===== config.mk =====
export PLATFORM = sky130hd
export DESIGN_NAME = ovi_vreg_arbiter
export DESIGN_NICKNAME = d
export VERILOG_FILES = /design/src/ovi_pkg.sv /design/src/ovi_vreg_arbiter.sv
export SDC_FILE = /design/constraint.sdc
export NUM_CORES = 2
export LEC_CHECK = 0
export ABC_AREA = 1
export BUFFER_PORTS_ARGS = -buffer_cell sky130_fd_sc_hd__clkbuf_2
export CORE_MARGIN = 10
export CORE_UTILIZATION = 45
export CTS_CLUSTER_DIAMETER = 40
export DETAILED_ROUTE_END_ITERATION = 7
export PLACE_DENSITY = 0.72
export SLEW_MARGIN = 40
export SYNTH_ARGS = -nofsm -noshare
export SYNTH_HDL_FRONTEND = slang
export SYNTH_SLANG_ARGS = --single-unit

===== constraint.sdc =====
create_clock -name clk -period 17.45 [get_ports clk]
set_input_delay 3.49 -clock clk [delete_from_list [all_inputs] [get_ports clk]]
set_output_delay 3.49 -clock clk [all_outputs]
set_load 0.005 [all_outputs]

===== src/ovi_pkg.sv =====
/*
  Shared widths, opcodes and the load beat view for the vector memop bridge.
  VLEN must stay at or below half of BEAT_W because a store uses only the low half.
  The seq-id field positions follow the load tag layout of the memory system.
*/
`default_nettype none

package ovi_pkg;

  localparam int VLEN          = 256;
  localparam int NUM_VREGS     = 8;
  localparam int VREG_IDX_W    = 3;
  localparam int BEAT_W        = 512;
  localparam int ISSUE_DEPTH   = 16;
  localparam int STORE_CREDITS = 4;
  localparam int SB_ID_W       = 5;
  localparam int INST_W        = 32;
  localparam int SCALAR_W      = 64;
  localparam int SEQ_ID_W      = 34;

  // major opcodes
  localparam logic [6:0] OPC_VLOAD  = 7'b0000111;
  localparam logic [6:0] OPC_VSTORE = 7'b0100111;

  // width field codes of vector loads and stores
  localparam logic [2:0] WIDTH_E8  = 3'b000;
  localparam logic [2:0] WIDTH_E16 = 3'b101;
  localparam logic [2:0] WIDTH_E32 = 3'b110;
  localparam logic [2:0] WIDTH_E64 = 3'b111;

  // load seq-id fields
  localparam int SEQ_VREG_LSB  = 0;
  localparam int SEQ_VREG_MSB  = 4;
  localparam int SEQ_ELID_LSB  = 5;
  localparam int SEQ_ELID_MSB  = 15;
  localparam int SEQ_ELOFF_LSB = 16;
  localparam int SEQ_ELOFF_MSB = 21;
  localparam int SEQ_ELCNT_LSB = 22;
  localparam int SEQ_ELCNT_MSB = 28;
  localparam int SEQ_SBID_LSB  = 29;
  localparam int SEQ_SBID_MSB  = 33;

  // sequencer states
  localparam logic [1:0] ST_IDLE       = 2'd0;
  localparam logic [1:0] ST_LOAD_WAIT  = 2'd1;
  localparam logic [1:0] ST_STORE_WAIT = 2'd2;
  localparam logic [1:0] ST_COMMIT     = 2'd3;

  // one load beat, seen at each element width
  typedef union packed {
    logic [BEAT_W/8-1:0][7:0]   e8;
    logic [BEAT_W/16-1:0][15:0] e16;
    logic [BEAT_W/32-1:0][31:0] e32;
    logic [BEAT_W/64-1:0][63:0] e64;
  } beat_u;

endpackage

`default_nettype wire


===== src/ovi_vreg_arbiter.sv =====
/*
  Eight vector registers behind one shared port.
  A write always wins; a read is granted only in a cycle with no write
  and its data is returned one cycle after the grant.
*/
`timescale 1ns/1ps
`default_nettype none

module ovi_vreg_arbiter (
  input  logic                            clk,
  input  logic                            reset_n,
  input  logic                            i_wr_req,
  input  logic [ovi_pkg::VREG_IDX_W-1:0]  i_wr_idx,
  input  logic [ovi_pkg::VLEN-1:0]        i_wr_data,
  input  logic [ovi_pkg::VLEN-1:0]        i_wr_mask,
  input  logic                            i_rd_req,
  input  logic [ovi_pkg::VREG_IDX_W-1:0]  i_rd_idx,
  output logic                            o_rd_grant,
  output logic [ovi_pkg::VLEN-1:0]        o_rd_data
);
  import ovi_pkg::*;

  logic [VLEN-1:0] vregs [NUM_VREGS];

  assign o_rd_grant = i_rd_req && !i_wr_req;

  always_ff @(posedge clk) begin
    if (!reset_n) begin
      for (int r = 0; r < NUM_VREGS; r++) begin
        vregs[r] <= '0;
      end
    end else if (i_wr_req) begin
      // merge under the element window only
      vregs[i_wr_idx] <= (vregs[i_wr_idx] & ~i_wr_mask) | (i_wr_data & i_wr_mask);
    end
  end

  always_ff @(posedge clk) begin
    if (o_rd_grant) begin
      o_rd_data <= vregs[i_rd_idx];
    end
  end

endmodule

`default_nettype wire


==> Word level (Yosys, flattened, before mapping) <==
Memory sizes are Yosys's and may differ from the RTL's. A register that Yosys moved wholly into a read port is not among the register bits.
Cells that the tools add are included.
{ "totals": {"regBits": 0, "latch_bits": 0, "mem_bits_rw": 2048, "rom_bits": 0, "input_bits": 522, "output_inout_bits": 257, "n_memories": 1} }
{ "classes": {"n_addsub": 0, "multipliers": 0, "div_mod_pow": 0, "order_cmp": 0, "eq_ne": 0, "n_shift": 0, "mux": 7, "bitwise": 4, "reduce_logical": 3} }
{ "memory_table": {"columns": ["name", "depth", "width", "read_ports", "rd_clocked_by_memory_dff", "wr", "line", "source"], "rows": [
  ["vregs", 8, 256, 2, 1, 8, "ovi_vreg_arbiter.sv:23", "logic [VLEN-1:0] vregs [NUM_VREGS];"]
]} }
{ "ops": {"columns": ["op", "count"], "rows": [
  ["$and 256x256->256", 2],
  ["$mux 256", 1],
  ["$not 256->256", 1],
  ["$or 256x256->256", 1],
  ["$reduce_or 256->1", 1],
  ["$mux 1", 5],
  ["$mux 3", 1],
  ["$logic_and 1x1->1", 1],
  ["$logic_not 1->1", 1]
]} }

==> Longest topological paths before layout <==
{ "logic_depth": {"word_depth": 5, "depth_mapped": 10, "depth_no_buf": 6} }

==> Worst setup path before layout <==
OpenSTA, ideal clock, no wires.
{ "synth_path": {"kind": "input -> output", "startpoint": "input port i_rd_req", "endpoint": "output port o_rd_grant", "arrival_time_ns": 14.285, "t_required_ns": 13.960, "slack_ns": -0.325, "cell_stages": 2, "path_buffers": 0, "cell_sequence": "inv_1 -> nor2_1"} }
{ "synth_via": {"elab_chain_len": 1} }
{ "synth_lines": {"columns": ["item", "line", "source"], "rows": [
  ["start: declaration", "ovi_vreg_arbiter.sv:16", "input logic i_rd_req,"],
  ["$logic_and 1x1->1", "ovi_vreg_arbiter.sv:25", "assign o_rd_grant = i_rd_req && !i_wr_req;"],
  ["end: declaration", "ovi_vreg_arbiter.sv:18", "output logic o_rd_grant,"]
]} }
No other way between the ends.

==> flow_summary_export.csv <==
group,metric,value,unit
synth,ys_ff_latch,2304,
worst_setup_path,critPathKind,"input pin to register",
clocking,clock-root-buffer,"clkbuf_16",
power_and_ir_drop,power_frac_seq,0.409,
route,wl,405000,microns
job,cap_violations,0,
clocking,holdBufCountCts,0,
synth,synth_area,0.124,sq mm
placement,hpwl,225000,microns
power_and_ir_drop,p_leak,61.0,nW
worst_setup_path,path_max_fanout,104,
global_routing,antenna_found_initial,16,
power_and_ir_drop,p_sw,0.00417,W
synth,synth.net_count,14800,
synth,ys_warn_count,0,
layout,final_core_util,0.524,
route,routedWlPerCell,21.8,microns
global_routing,track_usage,0.259,
route,drt_iter0_drc,12800,
floorplan,row_count,192,
power_and_ir_drop,sw_frac_of_total,0.263,
worst_setup_path,arrival,8.96,ns
power_and_ir_drop,p_clk_frac,0.485,
floorplan,start_util,0.453,
timing,maxSlewViolCount,0,
synth,syn_area_per_cell,8.67,sq um
timing,totalNegativeSetupSlack,0,ns
layout,finalNetCount,15200,
placement,numPortBuffers,778,
synth,yosysSeqAreaShare,0.558,
power_and_ir_drop,fin_total_pwr,0.0159,W
clocking,path_clk_slew,0.05,ns
worst_setup_path,critPathLaunchType,"input pin",
layout,mostFrequentLayoutCells,"2,306 x nand2_1, 2,304 x nor2_1, 2,304 x edfxtp_1",
layout,fillers,24100,
timing,setup_viol_count_final,0,
global_routing,grt_pass1_vias,99400,
timing,fmax,0.120,GHz
clocking,cts_sinks,2304,
worst_setup_path,endpoint_kind,"register",
floorplan,die_x,545,microns
worst_hold_path,hp-class,"register to register",
placement,place_congestion,0.849,
clocking,clockBufferDepth,4,
timing,whs,0.655,ns
floorplan,io_pins,779,
timing,skew,0.0483,ns
layout,final_common_cell,"nand2_1",
clocking,htreeDepth,5,
clocking,cts_buffers,374,
synth,synth_cells,14300,
timing,rsz0062_at_grt,"false",
timing,fin_crit_sh,0.478,
global_routing,grt_start_max_net_pins,203,
timing,min_period,8.34,ns
global_routing,gr-total-overflow,0,
clocking,cts_resized,0,
power_and_ir_drop,power_frac_comb,0.107,
global_routing,grt_pass1_wl,599000,microns
route,final_antenna_net_count,0,
worst_setup_path,worstPathRequired,18.07,ns
power_and_ir_drop,peakVddDrop,0.0817,mV
timing,worst_slew_pin_slew,1.02,ns
route,viasPerCell,5.60,
clocking,tritoncts,"built",
layout,drive_gt1_frac,0.136,
layout,synthToLayoutAreaGrowth,15.7,%
power_and_ir_drop,power_density,111,mW/mm^2
floorplan,die_h,545,microns
route,route.vias.total,104000,
timing,hold_viol,0,
run_status,status,"finished clean",
synth,yosysUniqueCellTypes,22,
layout,multi_input_area,0.0430,sq mm
floorplan,coreArea,0.274,sq mm
timing,max-slew-margin-rel,0.321,
power_and_ir_drop,internal_power,0.0117,W
route,firstDrtPassIters,8,
route,drc,0,
layout,seq_area,0.0692,sq mm
placement,dp_slack,8.50,ns
floorplan,die_area,0.297,sq mm
clocking,post-cts-setup-buffer-count,0,
timing,worst_slack,9.11,ns
clocking,insertion_delay,0.93,ns
metal layers:
metal	track usage	vias up	share of wire
li1	-	47700	-
met1	0.341	48900	0.38
met2	0.416	6572	0.46
met3	0.0508	1100	0.12
met4	0.117	0	0.043
met5	0	-	0
cell usage after synthesis:
cell | count | share of area
nand3_1 | 1536 | 0.062
o21bai_2 | 118 | 0.011
buf_6 | 8 | 0.00073
buf_4 | 41 | 0.0025
buf_2 | 376 | 0.015
inv_2 | 5 | 0.00015
nand2_1 | 2320 | 0.070
o21a_1 | 256 | 0.016
nand2_2 | 2 | 0.00010
edfxtp_1 | 2304 | 0.56
nor2_2 | 4 | 0.00020
a21oi_1 | 1024 | 0.041
clkbuf_1 | 474 | 0.014
nor2_4 | 1 | 0.000091
o21ai_1 | 157 | 0.0063
o21ai_0 | 867 | 0.035
nor2_1 | 2305 | 0.070
buf_1 | 62 | 0.0019
inv_1 | 2050 | 0.062
or2_2 | 186 | 0.0094
or2_0 | 70 | 0.0035
o21bai_4 | 138 | 0.021
power groups by stage:
stage	Combinational, W	Clock, W	Sequential [W]
after floorplan	0.00108	0	0.00663
after CTS	0.00166	0.00774	0.00647
after detailed placement	0.00165	0	0.00658
final	0.00169	0.00769	0.00648
after global placement	0.00162	0	0.00657
after global routing	0.00183	0.00799	0.00650
cell type report:
cell class	count	share of cell area
clock inverter	287	0.0241
antenna	20	0.000349
tap	3589	0.0313
inverter	2055	0.0540
sequential	2304	0.482
timing repair buffer	948	0.0412
multi-input combinational	8984	0.300
clock buffer	407	0.0670
registers in the layout (all words and copies together) (netlist names):
name	cells
o_rd_data	256
vregs	2048
per-stage QoR:
stage          std cells  area (sq um)
6_report           18600        143000
5_1_grt            18600        143000
4_1_cts            18600        143000
3_5_place_dp       17900        130000
3_3_place_gp       17900        130000
2_1_floorplan      14300        124000
critical path, cell delays in order:
cell and delay [ns]:
buf_8 0.32, buf_4 0.70, buf_4 0.64, buf_4 0.71
buf_6 0.69, buf_4 0.56, buf_6 0.63, nand2_1 0.14
nand3_1 0.13, nand3_1 0.13, o21bai_4 0.26, nor2_1 0.09
final timing paths:
kind	slack, ns	from	to	cells past startpoint
worst min register to register	0.66	vregs[0][134]$_SDFFCE_PN0P_	o_rd_data[134]$_DFFE_PP_	3
worst max register to register	15.85	vregs[4][3]$_SDFFCE_PN0P_	vregs[3][3]$_SDFFCE_PN0P_	5
worst min-delay path	0.66	vregs[0][134]$_SDFFCE_PN0P_	o_rd_data[134]$_DFFE_PP_	3
worst max-delay path	9.11	i_wr_idx[0]	vregs[6][97]$_SDFFCE_PN0P_	12
logic make-up after synthesis:
kind of cell	after synthesis	synth area share
and+or+nand+nor	6424	0.215
buffers and inverters	3016	0.0968
AOI/OAI and AO/OA	2560	0.130
DFF	2304	0.558
Power figures use the tool's default switching activity.
