==> config.mk <==
export PLATFORM = sky130hd
export DESIGN_NAME = ovi_store_unit
export DESIGN_NICKNAME = d
export VERILOG_FILES = /design/src/ovi_pkg.sv /design/src/ovi_store_unit.sv
export SDC_FILE = /design/constraint.sdc
export NUM_CORES = 1
export LEC_CHECK = 0
export BUFFER_PORTS_ARGS = -buffer_cell sky130_fd_sc_hd__buf_2
export CORE_AREA = 2 2 306 308
export DETAILED_ROUTE_END_ITERATION = 10
export DIE_AREA = 0 0 308 310
export GPL_ROUTABILITY_DRIVEN = 0
export GPL_TIMING_DRIVEN = 0
export PLACE_DENSITY_LB_ADDON = 0.2
export SYNTH_ARGS = -nofsm -noshare
export SYNTH_HDL_FRONTEND = slang
export SYNTH_SLANG_ARGS = --single-unit
export TNS_END_PERCENT = 100
==> constraint.sdc <==
create_clock -name clk -period 7.9 [get_ports clk]
set_input_delay 1.58 -clock clk [delete_from_list [all_inputs] [get_ports clk]]
set_output_delay 1.58 -clock clk [all_outputs]
set_load 0.02 [all_outputs]
==> src/ovi_pkg.sv <==
/*
  Shared widths, opcodes and the load beat view for the vector memop bridge.
  VLEN must stay at or below half of BEAT_W because a store uses only the low half.
  The seq-id field positions follow the load tag layout of the memory system.
*/
`default_nettype none

package ovi_pkg;

  localparam int VLEN          = 256;
  localparam int NUM_VREGS     = 8;
  localparam int VREG_IDX_W    = 3;
  localparam int BEAT_W        = 512;
  localparam int ISSUE_DEPTH   = 16;
  localparam int STORE_CREDITS = 4;
  localparam int SB_ID_W       = 5;
  localparam int INST_W        = 32;
  localparam int SCALAR_W      = 64;
  localparam int SEQ_ID_W      = 34;

  // major opcodes
  localparam logic [6:0] OPC_VLOAD  = 7'b0000111;
  localparam logic [6:0] OPC_VSTORE = 7'b0100111;

  // width field codes of vector loads and stores
  localparam logic [2:0] WIDTH_E8  = 3'b000;
  localparam logic [2:0] WIDTH_E16 = 3'b101;
  localparam logic [2:0] WIDTH_E32 = 3'b110;
  localparam logic [2:0] WIDTH_E64 = 3'b111;

  // load seq-id fields
  localparam int SEQ_VREG_LSB  = 0;
  localparam int SEQ_VREG_MSB  = 4;
  localparam int SEQ_ELID_LSB  = 5;
  localparam int SEQ_ELID_MSB  = 15;
  localparam int SEQ_ELOFF_LSB = 16;
  localparam int SEQ_ELOFF_MSB = 21;
  localparam int SEQ_ELCNT_LSB = 22;
  localparam int SEQ_ELCNT_MSB = 28;
  localparam int SEQ_SBID_LSB  = 29;
  localparam int SEQ_SBID_MSB  = 33;

  // sequencer states
  localparam logic [1:0] ST_IDLE       = 2'd0;
  localparam logic [1:0] ST_LOAD_WAIT  = 2'd1;
  localparam logic [1:0] ST_STORE_WAIT = 2'd2;
  localparam logic [1:0] ST_COMMIT     = 2'd3;

  // one load beat, seen at each element width
  typedef union packed {
    logic [BEAT_W/8-1:0][7:0]   e8;
    logic [BEAT_W/16-1:0][15:0] e16;
    logic [BEAT_W/32-1:0][31:0] e32;
    logic [BEAT_W/64-1:0][63:0] e64;
  } beat_u;

endpackage

`default_nettype wire

==> src/ovi_store_unit.sv <==
/*
  Reads one register and sends it as a single store beat.
  The register sits in the low half of the beat, the upper half is zero.
  A new store_start must not arrive before store_sent of the previous one.
*/
`timescale 1ns/1ps
`default_nettype none

module ovi_store_unit (
  input  logic                            clk,
  input  logic                            reset_n,
  input  logic                            i_store_start,
  input  logic [ovi_pkg::VREG_IDX_W-1:0]  i_store_idx,
  input  logic                            i_rd_grant,
  input  logic [ovi_pkg::VLEN-1:0]        i_rd_data,
  input  logic                            i_store_credit,
  output logic                            o_rd_req,
  output logic [ovi_pkg::VREG_IDX_W-1:0]  o_rd_idx,
  output logic                            o_store_valid,
  output logic [ovi_pkg::BEAT_W-1:0]      o_store_data,
  output logic                            o_store_sent
);
  import ovi_pkg::*;

  logic [$clog2(STORE_CREDITS):0] credits;
  logic                           data_pend;
  logic                           send_pend;
  logic                           send;

  assign send         = send_pend && (credits != '0);
  assign o_store_sent = o_store_valid;

  always_ff @(posedge clk) begin
    if (!reset_n) begin
      credits       <= STORE_CREDITS[$clog2(STORE_CREDITS):0];
      o_rd_req      <= 1'b0;
      data_pend     <= 1'b0;
      send_pend     <= 1'b0;
      o_store_valid <= 1'b0;
    end else begin
      o_store_valid <= send;
      // read data shows up one cycle after the grant
      data_pend     <= o_rd_req && i_rd_grant;
      if (i_store_start) begin
        o_rd_req <= 1'b1;
      end else if (i_rd_grant) begin
        o_rd_req <= 1'b0;
      end
      if (data_pend) begin
        send_pend <= 1'b1;
      end else if (send) begin
        send_pend <= 1'b0;
      end
      case ({i_store_credit, send})
        2'b10:   credits <= credits + 1'b1;
        2'b01:   credits <= credits - 1'b1;
        default: credits <= credits;
      endcase
    end
  end

  always_ff @(posedge clk) begin
    if (i_store_start) begin
      o_rd_idx <= i_store_idx;
    end
    if (data_pend) begin
      o_store_data <= {{(BEAT_W - VLEN){1'b0}}, i_rd_data};
    end
  end

endmodule

`default_nettype wire

## After elaboration in Yosys (flattened, before gate mapping)

Cells that the tools add are included.

- Add/sub/neg operators: 2
- Equality and inequality tests: 2
- Multiplexer cells: 5
- Reductions and logical operators: 6

Operators with widths:

| kind | count |
|---|---|
| case mux 3 bit (2 select lines) | 1 |
| nonzero test 2 bit | 3 |
| two-way mux 1 bit | 4 |
| adder 3 x 1 -> 3 bit (second input constant) | 1 |
| nonzero test 3 bit | 1 |
| subtractor 3 x 1 -> 3 bit (second input constant) | 1 |
| == test 2 x 1 -> 1 bit (second input constant) | 1 |
| == test 2 bit (second input constant) | 1 |
| logical AND 1 bit | 2 |

- Bits in registers: 266
- Bits of input ports: 264
- Output and inout port bits: 518
- Logic and storage cells: 22

## Logic depth before layout (Yosys ltp)

- Word-level depth: 4
- Mapped depth: 8

## Worst setup path before layout

OpenSTA, ideal clock, no wires.

- Kind: register to register
- Start point: reg data_pend
- End point: reg o_store_data[0] in the netlist's numbering, enable pin
- Library setup time: 0.643 ns
- Arrival time: 5.901 ns
- Path slack: 1.356 ns
- Stages on the path, launching flop included: 1
- Buffers on the path: 0
- Cell sequence: dfxtp_1

RTL lines:

| element | RTL line | text |
|---|---|---|
| start: declaration | ovi_store_unit.sv:26 | `logic data_pend;` |
| start signal: assignment | ovi_store_unit.sv:43 | `data_pend <= o_rd_req && i_rd_grant;` |
| end signal: assignment | ovi_store_unit.sv:67 | `o_store_data <= {{(BEAT_W - VLEN){1'b0}}, i_rd_data};` |
| end: declaration | ovi_store_unit.sv:20 | `output logic [ovi_pkg::BEAT_W-1:0] o_store_data,` |

No word-level cell between the ends.

## Worst setup path after layout

- Start point: reg o_store_valid, in the netlist o_store_sent
- End point: out o_store_valid

RTL lines:

| element | RTL line | text |
|---|---|---|
| start: declaration | ovi_store_unit.sv:19 | `output logic o_store_valid,` |
| start signal: assignment | ovi_store_unit.sv:41 | `o_store_valid <= send;` |

No word-level cell between the ends.

==> impl_metrics.env <==
export IMPL_status="complete, no violations"
export IMPL_r2r_end="credits[2]"
export IMPL_first_global_vias=6200
export IMPL_synth_area_sq_um=10000
export IMPL_r2r_start="credits[0]"
export IMPL_intPower_mw=2.747
export IMPL_hpwl_um=33000
export IMPL_p_seq_share_pct=43.8
export IMPL_critPathMaxStageDelay_ps=400
export IMPL_drive_gt1_share_pct=60.24
export IMPL_ys_seq_elements=266
export IMPL_die_h_um=310
export IMPL_syn2layout_area_growth_pct=64.05
export IMPL_overflow=0
export IMPL_place_ws_ps=4925
export IMPL_numPlacedInstances=2528
export IMPL_maxCapViolCount=0
export IMPL_syn_avg_cell_area_sq_um=18.29
export IMPL_instances_no_fill=2596
export IMPL_cp_start_kind="flop"
export IMPL_ys_seq_area_share_pct=79.16
export IMPL_ys_types=19
export IMPL_hold_viol=0
export IMPL_vias_per_cell=2.560
export IMPL_yosysWarnings=0
export IMPL_regArea_sq_um=7921
export IMPL_antenna_found_initial=26
export IMPL_synth_edf_count=259
export IMPL_hp_class="flop to flop"
export IMPL_drt_iter0_markers=405
export IMPL_final_util_pct=17.74
export IMPL_fin_skew_ps=9.223
export IMPL_root_buffer="clkbuf_16"
export IMPL_switching_share_pct=24.57
export IMPL_worst_path_max_delay_cell="dfxtp_1"
export IMPL_clkPwrFrac_pct=45.9
export IMPL_combinationalPowerShare_pct=10.3
export IMPL_switching_power_mw=0.8947
export IMPL_critical_path_class="flop to output pin"
export IMPL_fmax_mhz=357.4
export IMPL_rsz0062_at_grt="false"
export IMPL_cts_tree="yes"
export IMPL_drc_errors=0
export IMPL_routed_wl_um=40050
export IMPL_grtUsageTotal_pct=7.515
export IMPL_numCtsBuffers=36
export IMPL_final_min_clock_period_ps=2798
export IMPL_setup_viol=0
export IMPL_post_route_period_util_pct=35.41
export IMPL_worst_r2r_setup_slack_ps=6090
export IMPL_async_flop_share_pct=0
export IMPL_first_pass_iters=4
export IMPL_fp_dieW_um=308
export IMPL_wl_per_cell_um=15.43
export IMPL_fp_row_count=112
export IMPL_ys_top_cells_by_count="259 x edfxtp_1, 257 x buf_4, 7 x dfxtp_1"
export IMPL_core_sq_um=92490
export IMPL_grt_pass1_wl_um=49270
export IMPL_clkSlewWorstSetupHoldPaths_ps=60
export IMPL_post_cts_setup_buffers=0
export IMPL_grt_max_degree=71
export IMPL_yosysTopAreaCell="edfxtp_1"
export IMPL_yosys_top_cells_area="edfxtp_1 78%, buf_4 19%, dfxtp_1 1.4%, fa_1 0.20%, and2_1 0.19%"
export IMPL_port_buffers=525
export IMPL_irDropWorstVdd_mv=0.1100
export IMPL_hold_buffers=0
export IMPL_hold_depth=1
export IMPL_clock_latency_ps=530
export IMPL_nets=1635
export IMPL_ios=782
export IMPL_synth_most_common_cell="edfxtp_1"
export IMPL_p_leak_nw=7.399
export IMPL_cts_max_path_buffers=3
export IMPL_ys_flop_type="edfxtp_1"
export IMPL_cts_resized=0
export IMPL_crit_required_ps=6320
export IMPL_endpoint_kind="output pin"
export IMPL_fillCellCount=10190
export IMPL_clock_sinks=266
export IMPL_cp_data_arrival_time_ps=1220
export IMPL_power_per_cell_area_nw_per_um2=221.9
export IMPL_via_count=6646
export IMPL_report_final_slew_viol_count=0
export IMPL_die_area_sq_um=95480
export IMPL_netlist_instances=547
export IMPL_critical_path_max_fanout=2
export IMPL_multiInputGateArea_sq_um=1097
export IMPL_synth_top_area_share_pct=77.76
export IMPL_reg2regPathDepth=8
export IMPL_worstSetupEndpoint="o_store_valid"
export IMPL_initial_utilization_pct=10.81
export IMPL_setup_ws_ps=5102
export IMPL_cts_htree_levels=2
export IMPL_final_antenna_net_count=0
export IMPL_cp_cell_sequence="buf_4, buf_2"
export IMPL_startpoint="o_store_sent"
[cells by family (layout without fill, tap and decap cells)]
| logic type | count (synthesis) | count (layout) | synth area share (%) |
|---|---|---|---|
| AO/OA/AOI/OAI | 4 | 4 | 0.2252 |
| XOR/XNOR | 2 | 2 | 0.1752 |
| buffers and inverters | 261 | 855 | 19.44 |
| AND/OR/NAND/NOR | 11 | 11 | 0.6380 |
| flip-flops | 266 | 266 | 79.16 |
| adder cells (fa/ha/maj) | 2 | 2 | 0.3252 |
| other | 1 | 259 | 0.03749 |
[how the worst min path moves through the flow]
stage,startpoint,slack [ps],end
CTS,o_rd_req,490,data_pend
finish,o_rd_req,490,data_pend
global placement,o_rd_req,480,data_pend
global route,o_rd_req,530,data_pend
detailed placement,o_rd_req,480,data_pend
floorplan,send_pend,470,send_pend
[sequential cells by signal (all words and copies together) (netlist names)]
name and cells:
data_pend 1, o_rd_idx 3, o_rd_req 1, send_pend 1
o_store_data 256, credits 3, o_store_sent 1
[metal layers]
metal,track usage (%),up-vias,routed length [um]
li1,-,3089,-
met1,7.570,2977,13610
met2,13.01,476,19990
met3,4.427,76,5396
met4,2.303,28,879
met5,0,-,177
[critical path, delay by kind of cell, from the launching register on]
family                 cells  cell delay (ps)
buffers and inverters      2              280
DFF                        1              400
[power groups by stage]
| stage | logic [mW] | registers [mW] | clock network [mW] |
|---|---|---|---|
| 2_1_floorplan | 0.208 | 1.68 | 0 |
| 3_3_place_gp | 0.350 | 1.66 | 0 |
| 3_5_place_dp | 0.370 | 1.63 | 0 |
| 4_1_cts | 0.371 | 1.60 | 1.77 |
| 5_1_grt | 0.400 | 1.60 | 1.81 |
| 6_report | 0.374 | 1.60 | 1.67 |
[layout by cell type (no fill, tap or decap), types with 4 or more instances in the layout]
cell type / instances
edfxtp_1: 259
buf_16: 4
buf_2: 525
clkbuf_16: 36
dfxtp_1: 6
bufinv_16: 5
buf_4: 257
clkinv_4: 4
conb_1: 256
clkinv_1: 8
inv_1: 4
[metrics by stage]
step	total power [mW]	TNS, ps	cell area (sq um)	hold slack, ps
2_1_floorplan	1.888	0	10960	470.8
3_3_place_gp	2.006	-512690	15080	479.2
3_5_place_dp	1.996	0	15200	475.1
4_1_cts	3.733	0	16400	492.2
5_1_grt	3.805	0	16400	525.1
6_report	3.642	0	16410	491.3
[area by class of cell]
cell class	count	area share, %
clock inverters	26	1.769
flip-flops and latches	266	48.28
plain buffers	257	11.76
well taps	1197	9.128
diodes	3	0.04575
repair buffers	529	16.68
clock buffers	39	5.559
multi-input cells	275	6.688
inverters	4	0.09151
(Power assumes the default switching activity.)
