$ cat config.mk
export PLATFORM = sky130hd
export DESIGN_NAME = ovi_seq_ctrl
export DESIGN_NICKNAME = d
export VERILOG_FILES = /design/src/ovi_pkg.sv /design/src/ovi_seq_ctrl.sv
export SDC_FILE = /design/constraint.sdc
export NUM_CORES = 1
export LEC_CHECK = 0
export BUFFER_PORTS_ARGS = -buffer_cell sky130_fd_sc_hd__buf_2
export CORE_ASPECT_RATIO = 0.7
export CORE_MARGIN = 2
export CORE_UTILIZATION = 39
export DETAILED_ROUTE_END_ITERATION = 6
export MAX_ROUTING_LAYER = met4
export PLACE_DENSITY = 0.79
export SLEW_MARGIN = 20
export SYNTH_ARGS = -nofsm -noshare
export SYNTH_HDL_FRONTEND = slang
export SYNTH_SLANG_ARGS = --single-unit
$ cat constraint.sdc
create_clock -name clk -period 3.55 [get_ports clk]
set_input_delay 0.71 -clock clk [delete_from_list [all_inputs] [get_ports clk]]
set_output_delay 0.71 -clock clk [all_outputs]
set_load 0.005 [all_outputs]
$ cat src/ovi_pkg.sv
/*
  Shared widths, opcodes and the load beat view for the vector memop bridge.
  VLEN must stay at or below half of BEAT_W because a store uses only the low half.
  The seq-id field positions follow the load tag layout of the memory system.
*/
`default_nettype none

package ovi_pkg;

  localparam int VLEN          = 256;
  localparam int NUM_VREGS     = 8;
  localparam int VREG_IDX_W    = 3;
  localparam int BEAT_W        = 512;
  localparam int ISSUE_DEPTH   = 16;
  localparam int STORE_CREDITS = 4;
  localparam int SB_ID_W       = 5;
  localparam int INST_W        = 32;
  localparam int SCALAR_W      = 64;
  localparam int SEQ_ID_W      = 34;

  // major opcodes
  localparam logic [6:0] OPC_VLOAD  = 7'b0000111;
  localparam logic [6:0] OPC_VSTORE = 7'b0100111;

  // width field codes of vector loads and stores
  localparam logic [2:0] WIDTH_E8  = 3'b000;
  localparam logic [2:0] WIDTH_E16 = 3'b101;
  localparam logic [2:0] WIDTH_E32 = 3'b110;
  localparam logic [2:0] WIDTH_E64 = 3'b111;

  // load seq-id fields
  localparam int SEQ_VREG_LSB  = 0;
  localparam int SEQ_VREG_MSB  = 4;
  localparam int SEQ_ELID_LSB  = 5;
  localparam int SEQ_ELID_MSB  = 15;
  localparam int SEQ_ELOFF_LSB = 16;
  localparam int SEQ_ELOFF_MSB = 21;
  localparam int SEQ_ELCNT_LSB = 22;
  localparam int SEQ_ELCNT_MSB = 28;
  localparam int SEQ_SBID_LSB  = 29;
  localparam int SEQ_SBID_MSB  = 33;

  // sequencer states
  localparam logic [1:0] ST_IDLE       = 2'd0;
  localparam logic [1:0] ST_LOAD_WAIT  = 2'd1;
  localparam logic [1:0] ST_STORE_WAIT = 2'd2;
  localparam logic [1:0] ST_COMMIT     = 2'd3;

  // one load beat, seen at each element width
  typedef union packed {
    logic [BEAT_W/8-1:0][7:0]   e8;
    logic [BEAT_W/16-1:0][15:0] e16;
    logic [BEAT_W/32-1:0][31:0] e32;
    logic [BEAT_W/64-1:0][63:0] e64;
  } beat_u;

endpackage

`default_nettype wire

$ cat src/ovi_seq_ctrl.sv
/*
  Runs one instruction at a time in issue order.
  Only vector loads and stores at widths 8, 16, 32 and 64 are legal;
  anything else completes at once with the illegal flag set.
*/
`timescale 1ns/1ps
`default_nettype none

module ovi_seq_ctrl (
  input  logic                            clk,
  input  logic                            reset_n,
  input  logic                            i_head_valid,
  input  logic [ovi_pkg::INST_W-1:0]      i_head_inst,
  input  logic [ovi_pkg::SB_ID_W-1:0]     i_head_sb_id,
  input  logic [ovi_pkg::SCALAR_W-1:0]    i_head_scalar_opnd,
  input  logic                            i_memop_sync_end,
  input  logic                            i_store_sent,
  output logic                            o_pop,
  output logic                            o_memop_sync_start,
  output logic                            o_load_active,
  output logic [1:0]                      o_eew,
  output logic [ovi_pkg::SCALAR_W-1:0]    o_stride,
  output logic                            o_store_start,
  output logic [ovi_pkg::VREG_IDX_W-1:0]  o_store_idx,
  output logic                            o_completed_valid,
  output logic [ovi_pkg::SB_ID_W-1:0]     o_completed_sb_id,
  output logic                            o_completed_illegal,
  output logic [ovi_pkg::SCALAR_W-1:0]    o_completed_dest_reg
);
  import ovi_pkg::*;

  logic [1:0] state;
  logic [6:0] opcode;
  logic [2:0] wcode;
  logic       vec_width;
  logic       is_load;
  logic       is_store;
  logic       sent_seen;
  logic       end_seen;
  logic       store_done;
  logic       take;

  assign opcode     = i_head_inst[6:0];
  assign wcode      = i_head_inst[14:12];
  assign vec_width  = wcode inside {WIDTH_E8, WIDTH_E16, WIDTH_E32, WIDTH_E64};
  assign is_load    = (opcode == OPC_VLOAD) && vec_width;
  assign is_store   = (opcode == OPC_VSTORE) && vec_width;
  assign take       = (state == ST_IDLE) && o_pop;
  // a store needs both its beat out and the sync end, in either order
  assign store_done = (sent_seen || i_store_sent) && (end_seen || i_memop_sync_end);

  assign o_load_active        = state == ST_LOAD_WAIT;
  assign o_completed_valid    = state == ST_COMMIT;
  assign o_completed_dest_reg = '0;

  always_ff @(posedge clk) begin
    if (!reset_n) begin
      state              <= ST_IDLE;
      o_pop              <= 1'b0;
      o_memop_sync_start <= 1'b0;
      o_store_start      <= 1'b0;
      sent_seen          <= 1'b0;
      end_seen           <= 1'b0;
    end else begin
      o_pop              <= 1'b0;
      o_memop_sync_start <= 1'b0;
      o_store_start      <= 1'b0;
      case (state)
        ST_IDLE: begin
          if (o_pop) begin
            o_memop_sync_start <= is_load || is_store;
            o_store_start      <= is_store;
            state <= is_load ? ST_LOAD_WAIT : (is_store ? ST_STORE_WAIT : ST_COMMIT);
          end else begin
            o_pop <= i_head_valid;
          end
        end
        ST_LOAD_WAIT: begin
          if (i_memop_sync_end) begin
            state <= ST_COMMIT;
          end
        end
        ST_STORE_WAIT: begin
          sent_seen <= sent_seen || i_store_sent;
          end_seen  <= end_seen || i_memop_sync_end;
          if (store_done) begin
            state     <= ST_COMMIT;
            sent_seen <= 1'b0;
            end_seen  <= 1'b0;
          end
        end
        default: state <= ST_IDLE;
      endcase
    end
  end

  // operation fields held for the whole run
  always_ff @(posedge clk) begin
    if (take) begin
      o_stride            <= i_head_scalar_opnd;
      o_store_idx         <= i_head_inst[7 +: VREG_IDX_W];
      o_completed_sb_id   <= i_head_sb_id;
      o_completed_illegal <= !(is_load || is_store);
      case (wcode)
        WIDTH_E16: o_eew <= 2'd1;
        WIDTH_E32: o_eew <= 2'd2;
        WIDTH_E64: o_eew <= 2'd3;
        default:   o_eew <= 2'd0;
      endcase
    end
  end

endmodule

`default_nettype wire

After elaboration in Yosys (flattened, before gate mapping)

Cells that the tools add are included.

Register bits: 82
Bits in latches: 0
Bits in writable memories: 0
Memory bits (read-only): 0
Input port bits: 106
Memories kept: 0

Add/sub/neg operators: 0
Multiply operators: 0
Div/mod/pow operators: 0
Order comparisons: 0
Equality and inequality tests: 11
Shift-type cells: 0
Muxes and demuxes: 9
Bitwise logic cells: 2
Reduce and logical (&&, ||, !) cells: 14

Operators by type and width:

| operator                                                         | count |
|---|---|
| 2-bit case mux with 3 select lines                               | 2 |
| 3-bit == test (second input constant)                            | 3 |
| 2-bit two-way mux                                                | 4 |
| 7-bit by 3-bit == test with 1-bit output (second input constant) | 1 |
| 7-bit by 6-bit == test with 1-bit output (second input constant) | 1 |
| 2-bit != test (second input constant)                            | 3 |
| 3-bit AND reduction                                              | 2 |
| 2-bit == test (second input constant)                            | 2 |
| 1-bit logical AND                                                | 4 |
| 4-bit nonzero test                                               | 1 |
| 3-bit zero test                                                  | 1 |
| 1-bit logical OR                                                 | 3 |
| 1-bit two-way mux                                                | 3 |
| 3-bit OR reduction                                               | 1 |
| 2-bit by 1-bit == test with 1-bit output (second input constant) | 1 |
| 2-bit zero test                                                  | 1 |
| 1-bit inverter                                                   | 2 |
| 1-bit zero test                                                  | 1 |

Logic depth before layout (Yosys ltp)

Depth after elaboration: 7
Depth in mapped cells: 6

Least setup slack after synthesis

No wires, ideal clock.

Path type: reg-to-reg
Start point: reg state[0]
End point: reg o_store_start
Setup time: 0.059 ns
Data arrival time: 2.847 ns
Required time: 3.491 ns
Setup slack: 0.644 ns
Cell stages (with the launch flop): 6
Path buffers: 0
Period minus slack after synthesis: 2.906 ns
Cells stage by stage: dfxtp_1 inv_1 ha_1 and2_1 and3_4 and2_1

Cells in the longest elaborated chain, start to end: 2

RTL lines:

| element                       | RTL line           | source |
|---|---|---|
| start: declaration            | ovi_seq_ctrl.sv:32 | `logic [1:0] state;` |
| start signal: assignment      | ovi_seq_ctrl.sv:73 | `state <= is_load ? ST_LOAD_WAIT : (is_store ? ST_STORE_WAIT : ST_COMMIT);` |
| 2-bit zero test               | ovi_seq_ctrl.sv:68 | `case (state)` |
| 3-bit AND reduction (no line) | n/a                |  |
| end signal: assignment        | ovi_seq_ctrl.sv:72 | `o_store_start <= is_store;` |
| end: declaration              | ovi_seq_ctrl.sv:23 | `output logic o_store_start,` |

No other way between the ends.
A chain may end at the register's enable or synchronous reset.

Final worst setup path

Same ends and word-level chain as after synthesis.

==> run_results.csv <==
group,metric,value,unit
clocking,cts_sinks,82,
yosys,synth_edf_count,75,
yosys,async_flop_share,0,%
timing,relSlewSlack,33.5,%
placement,dp_hpwl,4.87,mm
power,sw_frac_of_total,25.2,%
detailed_routing,wl_per_cell,13.6,um
detailed_routing,viasPerCell,4.10,
timing,fin_skew,0.00564,ns
yosys,synthFlopType,"edfxtp_1",
setup_path,cp-end-kind,"flip-flop",
clocking,cts_max_path_buffers,2,
floorplanning,rows,27,
min_path,hold_depth,2,
power,p_sw,0.627,mW
layout,final_cell_area,0.00415,mm2
floorplanning,start_util,40.2,%
clocking,cts_max_level,3,
detailed_routing,dr.pass1.iters,4,
layout,syn_to_final_growth,31.6,%
detailed_routing,drc,0,
setup_path,crit_path_start_kind,"flip-flop",
setup_path,rr_startpoint,"state[0]",
clocking,cts_setup_buffers,0,
min_path,min_from,"state[0]",
floorplanning,io_pins,250,
min_path,hp-class,"reg -> reg",
timing,setup_tns,0,ns
clocking,cts_buffers,9,
yosys,ys_ff_latch,82,
yosys,yosys-top-cells-count,"75 x edfxtp_1, 64 x buf_4, 7 x dfxtp_1, 7 x inv_1",
placement,placed_area,0.00386,mm2
global_route,grt_max_degree,77,
placement,io_buffers,166,
power,p_comb_share,14.7,%
detailed_routing,antenna_left,0,
layout,final_nets,474,
detailed_routing,drt_iter0_drc,82,
yosys,synth_most_common_cell,"edfxtp_1",
global_route,grt_pass1_wl,8.98,mm
clocking,cts_hold_buf,0,
timing,rsz0062_at_grt,"false",
timing,final-hold-violation-count,0,
setup_path,rrSetupSlack,1.60,ns
yosys,ys_top_cells_by_area,"edfxtp_1 72%, buf_4 15%, dfxtp_1 4.4%, ha_1 1.6%, inv_1 0.83%",
detailed_routing,wl,6.39,mm
global_route,overflow,0,
floorplanning,dieArea,0.00882,mm2
power,ir_drop,0.346,mV
layout,drive_gt1_share,50.4,%
yosys,yosys.area.top_type_share,71.5,%
timing,min_period_over_period,55.0,%
yosys,yosysSeqAreaShare,76.0,%
setup_path,setup.worst_path.class,"reg -> reg",
floorplanning,core,0.00784,mm2
yosys,yosysWarningCount,0,
floorplanning,fp.dieH,79.2,um
setup_path,rr_worst_depth,5,
clocking,cts_tree,"yes",
setup_path,arrival,2.22,ns
layout,diodes,0,
global_route,grt_usage,14.2,%
layout,postLayoutCoreUtil,52.9,%
clocking,cts_resized,0,
global_route,grt_pass1_vias,1724,
placement,gp_congestion,0.776,
power,clockPowerShare,34.5,%
yosys,synth_area_leader_cell,"edfxtp_1",
power,p_leak,1.85,nW
clocking,cts-root-buf,"clkbuf_16",
setup_path,critPathRequiredTime,3.82,ns
power,powerDensity,599,mW/mm2
yosys,syn_inst,188,
yosys,synth_area,0.00315,mm2
outcome,outcome,"completed",
clocking,clk_latency,0.32,ns
detailed_routing,vias,1925,
min_path,min_to,"state[0]",
timing,drv_slew,0,
yosys,synth_cell_type_count,22,
setup_path,rr_endpoint,"o_store_start",
clocking,clkTransAtPathRegs,0.06,ns
power,power_frac_seq,50.9,%
run,cap_violations,0,
global_route,antenna_found_initial,0,
timing,fmax,0.512,GHz
power,internal_power,1.86,mW
timing,tightest_slew,0.998,ns
timing,setup_violations,0,
yosys,synth_area_per_cell,16.8,um2
floorplanning,die_w,111,um
timing,fin_crit,1.95,ns
setup_path,crit_fanout,76,
metrics by stage:
step / power [mW] / hold WS [ns] / cells / setup slack, ns
floorplan: 1.50 / 0.468 / 251 / 0.644
global placement: 1.63 / 0.488 / 454 / 1.69
detailed placement: 1.66 / 0.502 / 454 / 1.62
CTS: 2.52 / 0.509 / 470 / 1.61
global route: 2.60 / 0.537 / 470 / 1.45
finish: 2.48 / 0.508 / 470 / 1.60
final cells by class:
class	instances	area (um2)
Clock buffer	10	229
Clock inverter	6	51.3
Fill cell	683	3690
Inverter	7	26.3
Multi-Input combinational cell	98	489
Sequential cell	82	2390
Tap cell	101	126
Timing Repair Buffer	166	831
layout by cell type, fill, tap and decap left out, drive strengths merged, types with 2 or more instances in the layout:
master,Yosys,final
a21oi,4,4
a31o,2,2
and2,4,4
and3,2,2
buf,64,166
clkbuf,0,10
clkinvlp,0,3
conb,1,64
dfxtp,7,7
edfxtp,75,75
ha,4,4
inv,7,9
mux2i,2,2
nand2,4,4
nor2,3,3
o21ai,3,3
sequential cells by signal (all words and copies together), names as in the netlist:
| register | cells |
|---|---|
| o_pop | 1 |
| o_completed_illegal | 1 |
| o_store_start | 1 |
| o_completed_sb_id | 5 |
| o_store_idx | 3 |
| end_seen | 1 |
| o_memop_sync_start | 1 |
| sent_seen | 1 |
| state | 2 |
| o_stride | 64 |
| o_eew | 2 |
power groups by stage:
stage	clock network, mW	logic (mW)	registers, mW
2_1_floorplan	0	0.201	1.30
3_3_place_gp	0	0.357	1.27
3_5_place_dp	0	0.370	1.29
4_1_cts	0.887	0.371	1.27
5_1_grt	0.926	0.401	1.28
6_report	0.856	0.364	1.26
metal layers:
layer / GRT usage (%) / routed length [um]
met5: - / 0
met4: 6.17 / 73
met3: 6.03 / 633
met2: 22.0 / 3170
met1: 16.3 / 2510
cells by family (layout without fill, tap and decap cells):
group	after synthesis	after routing	share of synthesized area, %
flip-flops	82	82	76.0
buffers and inverters	71	189	16.1
AND/OR/NAND/NOR	16	16	3.06
AO/OA/AOI/OAI	12	12	2.54
adder cells (fa/ha/maj)	4	4	1.59
multiplexers	2	2	0.636
other	1	64	0.119
how the worst max path moves through the flow:
stage	depth (start not counted)	from	endpoint
2_1_floorplan	5	state[0]	o_store_start
3_3_place_gp	5	state[0]	o_store_start
3_5_place_dp	5	state[0]	o_store_start
4_1_cts	5	state[0]	o_store_start
5_1_grt	5	state[0]	o_store_start
6_report	5	state[0]	o_store_start
critical path, stage by stage (launching register included):
cell	delay (ns)
dfxtp_1	0.34
inv_1	0.09
ha_1	0.19
and2_4	0.76
and3_4	0.30
and2_1	0.11
Note: power is estimated with default switching activity, not from simulation.
