==> src/ovi_pkg.sv <==
/*
  Shared widths, opcodes and the load beat view for the vector memop bridge.
  VLEN must stay at or below half of BEAT_W because a store uses only the low half.
  The seq-id field positions follow the load tag layout of the memory system.
*/
`default_nettype none

package ovi_pkg;

  localparam int VLEN          = 256;
  localparam int NUM_VREGS     = 8;
  localparam int VREG_IDX_W    = 3;
  localparam int BEAT_W        = 512;
  localparam int ISSUE_DEPTH   = 16;
  localparam int STORE_CREDITS = 4;
  localparam int SB_ID_W       = 5;
  localparam int INST_W        = 32;
  localparam int SCALAR_W      = 64;
  localparam int SEQ_ID_W      = 34;

  // major opcodes
  localparam logic [6:0] OPC_VLOAD  = 7'b0000111;
  localparam logic [6:0] OPC_VSTORE = 7'b0100111;

  // width field codes of vector loads and stores
  localparam logic [2:0] WIDTH_E8  = 3'b000;
  localparam logic [2:0] WIDTH_E16 = 3'b101;
  localparam logic [2:0] WIDTH_E32 = 3'b110;
  localparam logic [2:0] WIDTH_E64 = 3'b111;

  // load seq-id fields
  localparam int SEQ_VREG_LSB  = 0;
  localparam int SEQ_VREG_MSB  = 4;
  localparam int SEQ_ELID_LSB  = 5;
  localparam int SEQ_ELID_MSB  = 15;
  localparam int SEQ_ELOFF_LSB = 16;
  localparam int SEQ_ELOFF_MSB = 21;
  localparam int SEQ_ELCNT_LSB = 22;
  localparam int SEQ_ELCNT_MSB = 28;
  localparam int SEQ_SBID_LSB  = 29;
  localparam int SEQ_SBID_MSB  = 33;

  // sequencer states
  localparam logic [1:0] ST_IDLE       = 2'd0;
  localparam logic [1:0] ST_LOAD_WAIT  = 2'd1;
  localparam logic [1:0] ST_STORE_WAIT = 2'd2;
  localparam logic [1:0] ST_COMMIT     = 2'd3;

  // one load beat, seen at each element width
  typedef union packed {
    logic [BEAT_W/8-1:0][7:0]   e8;
    logic [BEAT_W/16-1:0][15:0] e16;
    logic [BEAT_W/32-1:0][31:0] e32;
    logic [BEAT_W/64-1:0][63:0] e64;
  } beat_u;

endpackage

`default_nettype wire

==> src/ovi_issue_queue.sv <==
/*
  Issue FIFO between the core and the sequencer.
  No full check: the core issues only while it holds a credit.
  A pop must only be raised while the head is valid.
*/
`timescale 1ns/1ps
`default_nettype none

module ovi_issue_queue (
  input  logic                          clk,
  input  logic                          reset_n,
  input  logic                          i_issue_valid,
  input  logic [ovi_pkg::INST_W-1:0]    i_issue_inst,
  input  logic [ovi_pkg::SB_ID_W-1:0]   i_issue_sb_id,
  input  logic [ovi_pkg::SCALAR_W-1:0]  i_issue_scalar_opnd,
  input  logic                          i_pop,
  output logic                          o_issue_credit,
  output logic                          o_head_valid,
  output logic [ovi_pkg::INST_W-1:0]    o_head_inst,
  output logic [ovi_pkg::SB_ID_W-1:0]   o_head_sb_id,
  output logic [ovi_pkg::SCALAR_W-1:0]  o_head_scalar_opnd
);
  import ovi_pkg::*;

  localparam int PTR_W = $clog2(ISSUE_DEPTH);

  logic [INST_W-1:0]   inst_mem  [ISSUE_DEPTH];
  logic [SB_ID_W-1:0]  sb_id_mem [ISSUE_DEPTH];
  logic [SCALAR_W-1:0] opnd_mem  [ISSUE_DEPTH];
  logic [PTR_W-1:0]    wr_ptr;
  logic [PTR_W-1:0]    rd_ptr;
  logic [PTR_W:0]      count;
  logic                pop_ok;

  assign o_head_valid       = count != '0;
  assign o_head_inst        = inst_mem[rd_ptr];
  assign o_head_sb_id       = sb_id_mem[rd_ptr];
  assign o_head_scalar_opnd = opnd_mem[rd_ptr];
  assign pop_ok             = i_pop && o_head_valid;

  // one credit goes back with every entry that leaves
  assign o_issue_credit = pop_ok;

  always_ff @(posedge clk) begin
    if (i_issue_valid) begin
      inst_mem[wr_ptr]  <= i_issue_inst;
      sb_id_mem[wr_ptr] <= i_issue_sb_id;
      opnd_mem[wr_ptr]  <= i_issue_scalar_opnd;
    end
  end

  always_ff @(posedge clk) begin
    if (!reset_n) begin
      wr_ptr <= '0;
      rd_ptr <= '0;
      count  <= '0;
    end else begin
      if (i_issue_valid) begin
        wr_ptr <= wr_ptr + 1'b1;
      end
      if (pop_ok) begin
        rd_ptr <= rd_ptr + 1'b1;
      end
      case ({i_issue_valid, pop_ok})
        2'b10:   count <= count + 1'b1;
        2'b01:   count <= count - 1'b1;
        default: count <= count;
      endcase
    end
  end

endmodule

`default_nettype wire

==> config.mk <==
export PLATFORM = sky130hd
export DESIGN_NAME = ovi_issue_queue
export DESIGN_NICKNAME = d
export VERILOG_FILES = /design/src/ovi_pkg.sv /design/src/ovi_issue_queue.sv
export SDC_FILE = /design/constraint.sdc
export NUM_CORES = 1
export LEC_CHECK = 0
export ABC_AREA = 1
export BUFFER_PORTS_ARGS = -buffer_cell sky130_fd_sc_hd__clkbuf_2
export CELL_PAD_IN_SITES_DETAIL_PLACEMENT = 1
export CELL_PAD_IN_SITES_GLOBAL_PLACEMENT = 2
export CORE_MARGIN = 2
export CORE_UTILIZATION = 40
export CTS_BUF_LIST = sky130_fd_sc_hd__clkbuf_16
export DETAILED_ROUTE_END_ITERATION = 16
export GPL_ROUTABILITY_DRIVEN = 1
export PLACE_DENSITY_LB_ADDON = 0.1
export RECOVER_POWER = 50
export SLEW_MARGIN = 20
export SYNTH_ARGS = -nofsm -noshare
export SYNTH_HDL_FRONTEND = slang
export SYNTH_SLANG_ARGS = --single-unit
export TNS_END_PERCENT = 30
==> constraint.sdc <==
create_clock -name clk -period 5.25 [get_ports clk]
set_input_delay 0 -clock clk [delete_from_list [all_inputs] [get_ports clk]]
set_output_delay 0 -clock clk [all_outputs]
set_load 0.005 [all_outputs]
# ---- Word-level counts from Yosys, hierarchy flattened
# Memories as Yosys holds them, arrays and structs flattened. A register that Yosys moved wholly into a read port is not among the register bits.
# Index checks and enable logic that the tools add are counted.
dict set report totals {
  word_cells 24
  ram_bits 1616
  reg_bits 13
  input_bits 105
  mem_count 3
}
# memory words width rd rd_clocked_by_memory_dff wr line
set mem_list {}
lappend mem_list {opnd_mem 16 64 1 1 1 ovi_issue_queue.sv:29} ;# logic [SCALAR_W-1:0] opnd_mem [ISSUE_DEPTH];
lappend mem_list {inst_mem 16 32 1 1 1 ovi_issue_queue.sv:27} ;# logic [INST_W-1:0] inst_mem [ISSUE_DEPTH];
lappend mem_list {sb_id_mem 16 5 1 1 1 ovi_issue_queue.sv:28} ;# logic [SB_ID_W-1:0] sb_id_mem [ISSUE_DEPTH];
dict set report op_classes {
  mux 9
  n_reduce_logical 3
  add_sub_neg 4
  eq_ne 2
}
# cell count
set op_table {}
lappend op_table {{2-to-1 mux 4 bit} 6}
lappend op_table {{one-hot mux 5 bit (2 select lines)} 1}
lappend op_table {{adder 4 x 1 -> 4 bit (second input constant)} 2}
lappend op_table {{adder 5 x 1 -> 5 bit (second input constant)} 1}
lappend op_table {{nonzero test 5 bit} 1}
lappend op_table {{subtractor 5 x 1 -> 5 bit (second input constant)} 1}
lappend op_table {{equality test 2 x 1 -> 1 bit (second input constant)} 1}
lappend op_table {{equality test 2 bit (second input constant)} 1}
lappend op_table {{2-to-1 mux 1 bit} 2}
lappend op_table {{nonzero test 2 bit} 1}
lappend op_table {{logical AND 1 bit} 1}

# ---- Logic depth before layout (Yosys ltp)
dict set report logic_depth {
  depth_word 4
  ltp_mapped 16
}

# ---- Least setup slack after synthesis
# Ideal clock, no wire load.
dict set report synth_timing {
  path_type {register to register}
  start {register wr_ptr[0]}
  end {memory inst_mem[10][0] (enable)}
  path_slack_ps -184
  required_ps 4688
  period_less_slack_ps 5434
  t_arrival_ps 4873
  stages_incl_launch_ff 5
  path_buffers 0
  cell_sequence {dfxtp_1 > inv_1 > ha_1 > nand2_1 > nor2_1}
}
# element line
set synth_lines {}
lappend synth_lines {{start: declaration} ovi_issue_queue.sv:30} ;# logic [PTR_W-1:0] wr_ptr;
lappend synth_lines {{start signal: assignment} ovi_issue_queue.sv:59} ;# wr_ptr <= wr_ptr + 1'b1;
lappend synth_lines {{end: declaration} ovi_issue_queue.sv:27}
# Straight into the memory's write port.

==> results by stage <==
STA:
- The maximum frequency from static timing analysis is 247 MHz.
- Dividing the final minimum period by the clock period gives 0.772.
- The max-slew violation count is 64.
- The number of hold violations in the final report is 0.
- Setup repair after global routing left no endpoint under its margin.
- The smallest hold slack is 0.135 ns.
- The max-slew headroom at the worst pin is -0.202.
- The setup TNS after final layout is 0 ns.
- The worst path meets setup with 1.20 ns of slack.
- At the pin with the least slew margin, the transition time is around 1.8 ns.
- Setup violations remaining at the end of the flow were counted as 0.
- On the final layout, the worst clock skew is roughly 0.018 ns.
- The worst path needs 4.05 ns of the cycle, external delays included.

Logic synthesis:
- The post-synthesis cell area is 67000 um^2.
- Synthesis handed over a netlist of 5221 instances.
- The count of state elements after synthesis is 1633.
- The commonest register cell after synthesis is sky130_fd_sc_hd__edfxtp_1.
- In this run the mean area of a mapped cell was 12.8 um^2.
- For this run, the number of Yosys warnings is 0.
- The number of different library cells in the post-synthesis netlist is 22.
- Yosys mapped a number of flops with a built-in enable equal to 1616.
- After synthesis, the share of flip-flops with an asynchronous set or reset is 0.
- For this run, the register share of the synthesized area comes to 0.729.
- Synthesis produced a netlist with a net count of about 5300.

Outcome:
- The checks that failed: max-capacitance violations, max-slew violations.
- The run finished, with violations left.

Final layout:
- Compared with the post-synthesis result, the final layout area differs by 14.2%.
- The share of layout cells above drive strength 1 is 0.106.
- The filler cells instantiated in the layout total 17000.
- The final net count is roughly 5600.

CTS:
- The clock-pin slew of the registers on the worst-case setup and hold paths is 0.06 ns.
- The clock insertion delay at the later pin of the skew report is 0.81 ns.
- The H-tree was split into 4 levels.
- The number of CTS-inserted buffers is 177.
- TritonCTS built the clock tree.
- Clock tree synthesis found a total of 1633 sinks.
- CTS placed an instance of sky130_fd_sc_hd__clkbuf_16 at the clock tree root.
- The post-CTS setup-driven buffer insertion count is 0.
- The maximum buffer depth of the clock tree is 3.

GRT:
- The number of antenna violations at the first check in global routing came to 12.
- Summed over all layers, the global routing overflow is 0.
- The number of global-route vias before repair is 41900.
- The wire length of the first global-routing pass is 268000 um.
- In the global route stage, overall resource usage came out at 0.209.
- Entering global routing, the biggest net connects 149 pins.

Floorplanning:
- The die outline height is 413 um.
- The number of rows created at floorplan is 150.
- The die is 413 um wide.
- In this run the standard cell core region covers 167000 um^2.
- The effective utilization at floorplan is 0.402.
- The die covers 171000 um^2.
- The number of placed I/O pins is 208.

Worst setup path:
- The arrival time at the worst endpoint is 4.05 ns.
- The worst setup path is launched from a flop.
- The critical path in this run is classified as reg2out.
- STA classifies the critical path endpoint as an output pin.
- The required time of the worst setup path is 5.25 ns.
- The maximum fanout encountered on the critical timing path is 63.

Power:
- Dividing total power by cell area gives a power density of around 440 nW/um^2.
- The analysis attributes to cell leakage a power of 27.1 nW.
- The design draws approximately 34 mW.
- The worst voltage drop across the vdd grid is approximately 0.35 mV.

Routing:
- After the first detailed-routing iteration, the DRC count stood at 2936.
- The vias after detailed routing is 40800.
- The count of unresolved DRC violations after routing is 0.
- After detailed routing, the number of vias per cell comes to 5.23.
- After detailed routing, the average wire length per cell comes to 22.9 um.
- The residual antenna-violating net count after detailed routing is 0.
- The wire length reported by the detailed router is between 150000 and 200000 um.
- The number of iterations in the first detailed-routing pass is 5.

Placement:
- Prior to clock tree synthesis, the placed netlist has a worst setup slack of ~1.9 ns.
- The port buffer count is 207.
- The HPWL after detailed placement is 91600 um.
- The final weighted congestion of routability-driven global placement is 0.715.

Run:
- The number of max-cap violations is 4.

Hold path:
- In this run the worst hold path is classified as in2reg.
-- stage by stage --
step / util / area [um^2] / instances
global route: 0.459 / 76600 / 7812
finish: 0.459 / 76600 / 7813
global placement: 0.422 / 70400 / 7388
floorplan: - / 67000 / 5221
CTS: 0.460 / 76700 / 7810
detailed placement: 0.422 / 70400 / 7388
-- cell usage in the layout, fill, tap and decap left out, types with 5 or more instances in the layout --
master and count:
sky130_fd_sc_hd__buf_4 57, sky130_fd_sc_hd__clkinv_2 27, sky130_fd_sc_hd__dlygate4sd3_1 106, sky130_fd_sc_hd__o21ai_0 412
sky130_fd_sc_hd__inv_6 5, sky130_fd_sc_hd__clkbuf_2 105, sky130_fd_sc_hd__bufinv_16 7, sky130_fd_sc_hd__nand2_1 533
sky130_fd_sc_hd__clkinv_1 49, sky130_fd_sc_hd__buf_12 34, sky130_fd_sc_hd__a21oi_1 415, sky130_fd_sc_hd__ha_1 9
sky130_fd_sc_hd__nand3_1 614, sky130_fd_sc_hd__clkbuf_16 183, sky130_fd_sc_hd__dfxtp_1 13, sky130_fd_sc_hd__clkbuf_1 105
sky130_fd_sc_hd__edfxtp_1 1616, sky130_fd_sc_hd__nor2_1 18, sky130_fd_sc_hd__o211ai_1 245, sky130_fd_sc_hd__inv_1 870
sky130_fd_sc_hd__nor2_4 10, sky130_fd_sc_hd__o211ai_2 159
-- kinds of logic after synthesis --
family	after synthesis	synth area share
buf+inv	1167	0.0726
flops	1633	0.729
xor+xnor	3	0.000392
fa+ha+maj	9	0.00168
compound gates	1233	0.119
simple gates	1176	0.0773
-- registers in the layout, indices dropped and copies added, names as in the netlist, named ones only --
name	count
wr_ptr	4
opnd_mem	1024
inst_mem	512
rd_ptr	4
count	5
sb_id_mem	80
-- critical path, cell delays in order (launching register included) --
cell and delay (ns):
sky130_fd_sc_hd__dfxtp_4 0.69, sky130_fd_sc_hd__buf_4 0.92, sky130_fd_sc_hd__buf_4 0.90, sky130_fd_sc_hd__nand3_1 0.17, sky130_fd_sc_hd__nand3_1 0.11, sky130_fd_sc_hd__nand2_1 0.19, sky130_fd_sc_hd__clkbuf_2 0.17
-- power by group --
part           leakage [nW]  internal [mW]  switching (mW)  total [mW]
combinational          9.57           2.51            5.09        7.60
clock                  2.79           6.59            5.04        11.6
sequential             14.7           14.5           0.195        14.7
total                  27.1           23.6            10.3        33.9
-- Yosys cell counts (2+ instances only) --
master                     number  area (um^2)
sky130_fd_sc_hd__dfxtp_1       17          340
sky130_fd_sc_hd__nand3_1      614         3070
sky130_fd_sc_hd__buf_2        148          741
sky130_fd_sc_hd__buf_1         26         97.6
sky130_fd_sc_hd__nand2_1      533         2000
sky130_fd_sc_hd__buf_4          9         67.6
sky130_fd_sc_hd__clkbuf_1     119          447
sky130_fd_sc_hd__nor2_1        28          105
sky130_fd_sc_hd__buf_6         36          405
sky130_fd_sc_hd__edfxtp_1    1616        48500
sky130_fd_sc_hd__o211ai_1     245         1840
sky130_fd_sc_hd__o211ai_2     159         1990
sky130_fd_sc_hd__o21ai_0      412         2060
sky130_fd_sc_hd__a21oi_1      415         2080
sky130_fd_sc_hd__ha_1           9          113
sky130_fd_sc_hd__xor2_1         2         17.5
sky130_fd_sc_hd__inv_1        828         3110
-- final timing paths --
check                    startpoint  slack (ns)  depth (start not counted)                         to
max                            flop        1.20                          6     o_head_scalar_opnd[57]
min                         reset_n        0.14                          4     wr_ptr[3]$_SDFFE_PN0P_
max reg2reg  wr_ptr[1]$_SDFFE_PN0P_        1.70                          6  opnd_mem[5][12]$_DFFE_PP_
min reg2reg  rd_ptr[2]$_SDFFE_PN0N_        0.50                          2                       flop
-- repair_timing --
action                    4_1_cts  5_1_grt
hold endpoints to repair     1633        0
gates resized for setup         0        0
hold buffers                  106        0
-- cell type report --
class,count,area [um^2],share of cell area
clock inverter,133,749,0.00979
inverter,829,3130,0.0408
sequential,1633,48900,0.638
clock buffer,183,4580,0.0598
antenna,3,7.51,0.0000980
multi-input combinational,2421,13400,0.175
tap,2204,2760,0.0360
timing repair buffer,407,3090,0.0403
-- routing by layer --
metal	vias to the layer above	GRT usage	routed length, um
li1	19100	-	-
met5	-	0	84
met4	14	0.0518	3520
met1	20900	0.298	85200
met3	221	0.0284	5800
met2	599	0.338	84100
Note: power is estimated with default switching activity, not from simulation.
